===== src/rtl/fifo_pkg.sv =====
// Shared widths and vector types for the same-clock FIFO.
// ADDR_W must be 2 or more. DEPTH is always a power of two, so the
// pointers wrap on their own. Change the widths here only.

package fifo_pkg;

    localparam int ADDR_W = 4;            // memory address width.
    localparam int DATA_W = 16;           // stored word width.
    localparam int DEPTH  = 1 << ADDR_W;  // words in the array.
    localparam int FILL_W = ADDR_W + 1;   // counts 0..DEPTH inclusive.

    // one stored word, as written and as presented on dout.
    typedef logic [DATA_W-1:0] fifo_data_t;

    // read or write address into the array.
    typedef logic [ADDR_W-1:0] fifo_addr_t;

    // words held in the array, excluding latch and output register.
    typedef logic [FILL_W-1:0] fifo_fill_t;

    // fill value at which the array has no free slot.
    localparam fifo_fill_t FILL_FULL = fifo_fill_t'(DEPTH);

    // unit steps, so pointer and counter arithmetic keeps its width.
    localparam fifo_addr_t ADDR_ONE = fifo_addr_t'(1);
    localparam fifo_fill_t FILL_ONE = fifo_fill_t'(1);

endpackage


===== src/rtl/bram_sdp_reg.sv =====
// Behavioral simple dual-port block RAM, one clock.
// Read goes through a latch loaded on re, then an output register loaded on regen.
// Read and write of the same address in one cycle returns the old word.
// No reset anywhere, as in the real primitive.
`timescale 1ns/1ns

module bram_sdp_reg (
    input  logic                 clk,
    input  logic                 we,      // write enable.
    input  fifo_pkg::fifo_addr_t wa,      // write address.
    input  fifo_pkg::fifo_data_t wd,      // write data.
    input  logic                 re,      // load read latch.
    input  fifo_pkg::fifo_addr_t ra,      // read address.
    input  logic                 regen,   // load output register.
    output fifo_pkg::fifo_data_t rd_data  // output register.
);

    import fifo_pkg::*;

    fifo_data_t mem [DEPTH];  // storage array.
    fifo_data_t ram_q;        // read latch.
    fifo_data_t out_q;        // output register.

    // write port.
    always_ff @(posedge clk) begin
        if (we) begin
            mem[wa] <= wd;
        end
    end

    // read latch, old data on address collision.
    always_ff @(posedge clk) begin
        if (re) begin
            ram_q <= mem[ra];
        end
    end

    // output register, holds while regen is low.
    always_ff @(posedge clk) begin
        if (regen) begin
            out_q <= ram_q;
        end
    end

    assign rd_data = out_q;

endmodule


===== src/rtl/fifo_ctrl.sv =====
// Control for a BRAM FIFO whose read path has a latch and an output register.
// fill counts words in the array only. Total capacity is DEPTH+2 words.
// A write into a full array is not refused. over flags it, and data is then undefined.
// rd is masked by nempty inside, and a masked rd only raises under.
`timescale 1ns/1ns

module fifo_ctrl (
    input  logic                 clk,
    input  logic                 rst,
    input  logic                 wr,        // write strobe, also goes straight to memory.
    input  logic                 rd,        // consume current dout.
    output logic                 nempty,    // dout holds a valid word.
    output fifo_pkg::fifo_fill_t fill,      // array level, write side.
    output fifo_pkg::fifo_addr_t mem_wa,    // memory write address.
    output fifo_pkg::fifo_addr_t mem_ra,    // memory read address.
    output logic                 mem_re,    // load ram latch.
    output logic                 mem_regen, // load output register.
    output logic                 over,      // write into full array, one cycle.
    output logic                 under      // read while empty, one cycle.
);

    import fifo_pkg::*;

    fifo_fill_t fill_q;     // words waiting in the array.
    logic       ramo_full;  // ram latch holds a word.
    logic       rreg_full;  // output register holds a word.
    logic       array_any;  // array not empty.
    logic       rd_take;    // rd that really consumes a word.

    assign array_any = |fill_q;
    assign rd_take   = rd && rreg_full;  // masked by nempty.

    // latch may load if it is free, or will be freed this cycle.
    // a free output register means the latch moves on anyway.
    assign mem_re    = array_any && (!ramo_full || !rreg_full || rd_take);

    // output register takes the latch if free or being consumed.
    assign mem_regen = ramo_full && (!rreg_full || rd_take);

    assign nempty = rreg_full;
    assign fill   = fill_q;

    // write pointer.
    always_ff @(posedge clk) begin
        if (rst) begin
            mem_wa <= '0;
        end else if (wr) begin
            mem_wa <= mem_wa + ADDR_ONE;  // wraps at DEPTH.
        end
    end

    // read pointer, steps with every latch load.
    always_ff @(posedge clk) begin
        if (rst) begin
            mem_ra <= '0;
        end else if (mem_re) begin
            mem_ra <= mem_ra + ADDR_ONE;
        end
    end

    // array level, up on write alone, down on read alone.
    always_ff @(posedge clk) begin
        if (rst) begin
            fill_q <= '0;
        end else begin
            case ({wr, mem_re})
                2'b10:   fill_q <= fill_q + FILL_ONE;
                2'b01:   fill_q <= fill_q - FILL_ONE;
                default: fill_q <= fill_q;  // both or neither.
            endcase
        end
    end

    // latch occupancy, set on load, cleared when passed on.
    always_ff @(posedge clk) begin
        if (rst) begin
            ramo_full <= 1'b0;
        end else if (mem_re ^ mem_regen) begin
            ramo_full <= mem_re;
        end
    end

    // output register occupancy, this is nempty.
    always_ff @(posedge clk) begin
        if (rst) begin
            rreg_full <= 1'b0;
        end else if (mem_regen ^ rd_take) begin
            rreg_full <= mem_regen;  // refill wins over consume.
        end
    end

    // error pulses, registered.
    always_ff @(posedge clk) begin
        if (rst) begin
            over  <= 1'b0;
            under <= 1'b0;
        end else begin
            over  <= wr && (fill_q == FILL_FULL);  // latch and reg full too by then.
            under <= rd && !rreg_full;
        end
    end

endmodule


===== src/rtl/sameclock_fifo.sv =====
// First-word-fall-through FIFO on a registered-output block RAM, one clock.
// dout is valid while nempty is high. rd takes that word at the next edge.
// First word appears on the second edge after the edge that samples wr.
// fill shows the array only. Up to two more words sit in the read path.
`timescale 1ns/1ns

module sameclock_fifo (
    input  logic                 clk,
    input  logic                 rst,
    input  logic                 wr,      // write din this cycle.
    input  fifo_pkg::fifo_data_t din,
    input  logic                 rd,      // consume dout.
    output fifo_pkg::fifo_data_t dout,
    output logic                 nempty,  // dout valid.
    output fifo_pkg::fifo_fill_t fill,    // array level.
    output logic                 over,    // overflow pulse.
    output logic                 under    // underflow pulse.
);

    import fifo_pkg::*;

    fifo_addr_t mem_wa;     // write address.
    fifo_addr_t mem_ra;     // read address.
    logic       mem_re;     // latch load.
    logic       mem_regen;  // output reg load.

    // pointers, levels and read path occupancy.
    fifo_ctrl fifo_ctrl_i (
        .clk       (clk),
        .rst       (rst),
        .wr        (wr),
        .rd        (rd),
        .nempty    (nempty),
        .fill      (fill),
        .mem_wa    (mem_wa),
        .mem_ra    (mem_ra),
        .mem_re    (mem_re),
        .mem_regen (mem_regen),
        .over      (over),
        .under     (under)
    );

    // storage gets wr and din unmodified.
    bram_sdp_reg bram_sdp_reg_i (
        .clk     (clk),
        .we      (wr),
        .wa      (mem_wa),
        .wd      (din),
        .re      (mem_re),
        .ra      (mem_ra),
        .regen   (mem_regen),
        .rd_data (dout)
    );

endmodule


===== config.mk =====
export PLATFORM = sky130hd
export DESIGN_NAME = sameclock_fifo
export DESIGN_NICKNAME = d
export VERILOG_FILES = /design/src/rtl/fifo_pkg.sv /design/src/rtl/bram_sdp_reg.sv /design/src/rtl/fifo_ctrl.sv /design/src/rtl/sameclock_fifo.sv
export SDC_FILE = /design/constraint.sdc
export NUM_CORES = 1
export LEC_CHECK = 0
export BUFFER_PORTS_ARGS = -buffer_cell sky130_fd_sc_hd__buf_2
export CORE_UTILIZATION = 55
export DETAILED_ROUTE_END_ITERATION = 6
export PLACE_DENSITY = 0.75
export SYNTH_ARGS = -nofsm -noshare
export SYNTH_HDL_FRONTEND = slang
export SYNTH_HIERARCHICAL = 1
export SYNTH_SLANG_ARGS = --single-unit

===== constraint.sdc =====
create_clock -name clk -period 2.8 [get_ports clk]
set_clock_uncertainty 0.1 [all_clocks]
set_input_delay 0.14 -clock clk [delete_from_list [all_inputs] [get_ports clk]]
set_output_delay 0.14 -clock clk [all_outputs]
set_load 0.005 [all_outputs]

Yosys cells after proc, flatten, opt, wreduce, memory -nomap -nowiden:

Memory sizes are Yosys's and may differ from the RTL's. A register that Yosys moved wholly into a read port is not among the register bits.
Cells that the tools add are included.

* word-level logic and storage cells: 33
* bits of input ports: 20
* flip-flop bits (word level): 33
* memories kept: 1
* output and inout bits: 24
* memory bits (writable): 256

Memories
* bram_sdp_reg_i.mem: words 16, width 16, read ports 1, clocked after Yosys merged registers in 1, write ports 1, RTL line bram_sdp_reg.sv:20 `fifo_data_t mem [DEPTH];`

* $add $sub $neg: 4
* reduce and logical (&&, ||, !) cells: 12
* equal/unequal tests: 3
* bitwise operators: 2
* mux-type cells: 3

Operator list (number)
* $pmux 5 s2: 1
* $add 4x1->4 const B: 2
* $add 5x1->5 const B: 1
* $eq 5x5->1 const B: 1
* $logic_and 1x1->1: 5
* $reduce_or 5->1: 1
* $sub 5x1->5 const B: 1
* $logic_or 1x1->1: 3
* $eq 2x1->1 const B: 1
* $eq 2x2->1 const B: 1
* $logic_not 1->1: 2
* $mux 1: 2
* $reduce_bool 2->1: 1
* $xor 1x1->1: 2

Depth between registers and ports, before layout:

* depth in word-level cells: 6
* mapped depth: 12
* depth with buffers taken out: 10

Modules after synthesis:

Netlist, hierarchy kept.

Modules (own cells, without submodules)
* bram_sdp_reg: times used 1, cells an instance 448, area an instance 10684.0 um^2
* fifo_ctrl: times used 1, cells an instance 97, area an instance 880.8 um^2

Worst setup path before layout:

OpenSTA, ideal clock, no wires.

* kind: reg2reg
* start: register fifo_ctrl_i.fill_q[1] (netlist: fifo_ctrl_i/fill[1])
* end: register fifo_ctrl_i.fill_q[4] (netlist: fifo_ctrl_i/fill[4])
* data arrival time: 2.831 ns
* buffers on the path: 2
* stages on the path, launching flop included: 13
* clock period less this slack: 3.003 ns
* setup time: 0.072 ns
* path slack: -0.203 ns
* cell sequence: dfxtp_1 -> buf_6 -> or4_4 -> o21ai_4 -> inv_2 -> ha_1 -> clkbuf_1 -> xor2_1 -> ha_1 -> o21ai_0 -> a21oi_1 -> o32ai_1 -> mux2i_1

* cells in the longest elaborated chain, start to end: 4

Ends and longest elaborated chain
* from (decl): RTL line fifo_ctrl.sv:24 `fifo_fill_t fill_q;`
* from (signal assigned): RTL line fifo_ctrl.sv:67 `2'b10: fill_q <= fill_q + FILL_ONE;`
* from (signal assigned): RTL line fifo_ctrl.sv:68 `2'b01: fill_q <= fill_q - FILL_ONE;`
* from (signal assigned): RTL line fifo_ctrl.sv:69 `default: fill_q <= fill_q;`
* $reduce_or 5->1 *: RTL line fifo_ctrl.sv:30 `assign array_any = |fill_q;`
* $logic_and 1x1->1 *: RTL line fifo_ctrl.sv:35 `assign mem_re = array_any && (!ramo_full || !rreg_full || rd_take);`
* net mem_re: RTL line sameclock_fifo.sv:24 `logic mem_re;`
* $eq 2x1->1 / $eq 2x2->1 (equally long branches): RTL line fifo_ctrl.sv:66 `case ({wr, mem_re})`
* $pmux 5 s2 / $reduce_bool 2->1 (equally long branches)

Mark *: on every way through the listed nets, which the timed path passes. The rest lies on a longest branch.
A chain may end at the register's enable or synchronous reset.

Worst setup path after layout:

* start: register fifo_ctrl_i.fill_q[2] (netlist: fifo_ctrl_i/fill[2])
* end: register fifo_ctrl_i.fill_q[2] (netlist: fifo_ctrl_i/fill[2])

Same word-level chain as after synthesis.

==> impl_metrics.yaml <==
pwr:
  pwr-share-seq_pct: 47.5
  p_sw_uw: 3020
  p_clk_share_pct: 32.5
  power_frac_comb_pct: 20.0
  p_leak_uw: 0.00448
  power.ir.vdd_worst_v: 0.000475
  intPower_uw: 8870
  p_sw_share_pct: 25.4
  power_density_nw_per_um2: 878
  total_power_uw: 11900
global_routing:
  grt_usage_pct: 21.9
  grt_max_degree: 33
  grt_pass1_wl_um: 35000
  grt_overflow_total: 0
  antenna_found_initial: 0
  grt_pass1_vias: 5996
hold_path:
  worstHoldPathType: "reg -> reg"
floorplan:
  coreArea_um2: 20400
  num_rows: 52
  die-area_um2: 21600
  die_x_um: 147
  die_height_um: 147
  ios: 44
  start_util_pct: 56.6
synthesis:
  synth_ff_type: "edfxtp_1"
  ys_warn_count: 6
  synth_edf_count: 288
  synth.yosys.seq_area_share_pct: 77.7
  yosys_register_bits: 305
  async_flop_share_pct: 0
  synth.distinct_cells: 43
  synthesis.nets: 571
  synthCells: 545
  avgSynthCellArea_um2: 21.2
  syn_area_um2: 11600
route:
  wirelength_um: 22500
  dr_total_vias: 5726
  dr.pass1.iters: 5
  vias_per_cell: 6.05
  drt_iter0_drc: 515
  drc: 0
  detail_route.wl_per_cell_um: 23.8
  ant_nets: 0
setup_path:
  required_ns: 3.16
  path_max_fanout: 18
  critPathTopFamily: "simple AND/OR/NAND/NOR gates"
  critPathMostFrequentCell: "ha_4"
  cp_slowest_cell: "or4_4"
  crit_path_start_kind: "flip-flop"
  endpoint_kind: "flip-flop"
  cp.arrival_ns: 3.02
  crit_path_max_incr_delay_ns: 0.58
  crit_type: "reg -> reg"
  crit_chain: "or4_4 -> o21ai_4 -> inv_6 -> ha_4 -> xor2_2 -> ha_4 -> a21oi_2 -> xnor2_1 -> or3_1 -> a21oi_1"
  critPathBufInv: 1
sta:
  fin_ws_ns: 0.141
  timing.slew.headroom_pct: 49.2
  period_share_pct: 95.0
  tns_ns: 0
  worst_slew_pin_slew_ns: 0.762
  max_freq_mhz: 376
  setup_viol: 0
  hold_violations: 0
  min_period_ns: 2.66
  rsz0062_at_grt: "false"
  hold_slack_ns: 0.317
  final_max_slew_viol_count: 0
cells_and_area:
  fin_area_um2: 13500
  diodes: 0
  syn2layout_area_growth_pct: 17.1
  final_cell_mix: "288 x edfxtp_1, 54 x mux4_2, 43 x buf_2"
  drive_above_1_share_pct: 29.4
  final_common_cell: "edfxtp_1"
  fin_nets: 680
clock_tree:
  path_clk_slew_ns: 0.06
  htreeDepth: 1
  cts_tree: "built"
  clockBufferDepth: 3
  cts_made_buffers: 29
  clkLatencyLatePin_ns: 0.54
  root_buffer: "clkbuf_16"
  cts_sinks: 305
placed_design:
  place.gp.congestion: 0.740
  io_buffers: 43
  post-place-ws_ns: 0.114
  dpl.hpwl_um: 14000
  place_area_um2: 12400
run_status:
  status: "finished clean"
run:
  max_cap_viol_count: 0
[final timing paths]
path | start | endpoint | slack, ns | depth (start not counted)
max reg2reg | fifo_ctrl_i/fill[2] | fifo_ctrl_i/fill[2] | 0.14 | 10
max | fifo_ctrl_i/fill[2] | fifo_ctrl_i/fill[2] | 0.14 | 10
min reg2reg | bram_sdp_reg_i/ram_q[4] | bram_sdp_reg_i/rd_data[4] | 0.32 | 0
min | bram_sdp_reg_i/ram_q[4] | bram_sdp_reg_i/rd_data[4] | 0.32 | 0
[synth_stat cells (all sizes together) (2+ instances only)]
cell | count | area, um2
edfxtp | 288 | 8650
mux4 | 64 | 1480
a22oi | 32 | 240
nor2 | 26 | 97.6
nand2 | 19 | 71.3
dfxtp | 17 | 340
buf | 15 | 110
clkbuf | 11 | 41.3
nor3 | 8 | 40.0
ha | 6 | 75.1
nor2b | 6 | 37.5
xor2 | 6 | 52.6
a21oi | 5 | 25.0
inv | 5 | 18.8
mux2i | 5 | 50.1
nand3 | 4 | 20.0
o21ai | 4 | 31.3
nand3b | 3 | 22.5
nand2b | 2 | 12.5
o21a | 2 | 15.0
xnor2 | 2 | 17.5
[worst reg2reg max path: cells and delay by family (launching register included)]
family	cells	cell delay, ns
AO/OA/AOI/OAI	3	0.41
adder cells (fa/ha/maj)	2	0.41
XOR/XNOR	2	0.33
AND/OR/NAND/NOR	2	0.90
buffers and inverters	1	0.12
flip-flops	1	0.32
[per-layer routing]
| metal | GRT usage, % | vias up | wire [um] |
|---|---|---|---|
| met5 | 0 | - | 0 |
| met2 | 37.1 | 246 | 11400 |
| met1 | 30.6 | 2963 | 9120 |
| met3 | 2.86 | 37 | 1480 |
| li1 | - | 2480 | - |
| met4 | 5.82 | 0 | 430 |
[layout make-up]
cell class              count  area (um2)
fillers                  1301        6880
inverters                   5        23.8
clock inverters            20         205
clock buffers              33         741
flip-flops and latches    305        8990
repair buffers            104         773
multi-input cells         209        2470
well taps                 270         338
[cells by family after synthesis]
logic type | Yosys count | synth area share (%)
mux | 69 | 13.2
compound gates | 50 | 3.21
fa+ha+maj | 6 | 0.649
xor+xnor | 8 | 0.606
buf+inv | 31 | 1.47
simple gates | 76 | 3.12
flops | 305 | 77.7
[what timing repair did]
| item | CTS | global route |
|---|---|---|
| hold endpoints to repair | 270 | 0 |
| endpoints found under the setup margin | 0 | 2 |
| buffers inserted | 0 | 0 |
| hold buffers | 20 | 0 |
| gates resized for setup | 0 | 3 |
[power by group through the flow]
stage | logic [uW] | registers (uW) | clock network, uW
floorplan | 1720 | 5630 | 0
global placement | 2250 | 5730 | 0
detailed placement | 2320 | 5750 | 0
CTS | 2370 | 5660 | 3900
global route | 2560 | 5690 | 4060
finish | 2380 | 5660 | 3870
[registers in the layout (all words and copies together), names as in the netlist]
name / cells
fifo_ctrl_i/fill: 5
fifo_ctrl_i/mem_wa: 4
fifo_ctrl_i/nempty: 1
fifo_ctrl_i/mem_ra: 4
bram_sdp_reg_i/mem: 256
fifo_ctrl_i/ramo_full: 1
fifo_ctrl_i/under: 1
fifo_ctrl_i/over: 1
bram_sdp_reg_i/rd_data: 16
bram_sdp_reg_i/ram_q: 16
[through the flow]
step | utilization (%) | std cells
final | 66.3 | 946
after global routing | 66.3 | 946
after CTS | 66.2 | 946
after detailed placement | 60.6 | 873
after global placement | 60.6 | 873
after floorplan | - | 545
Note: power is estimated with default switching activity, not from simulation.
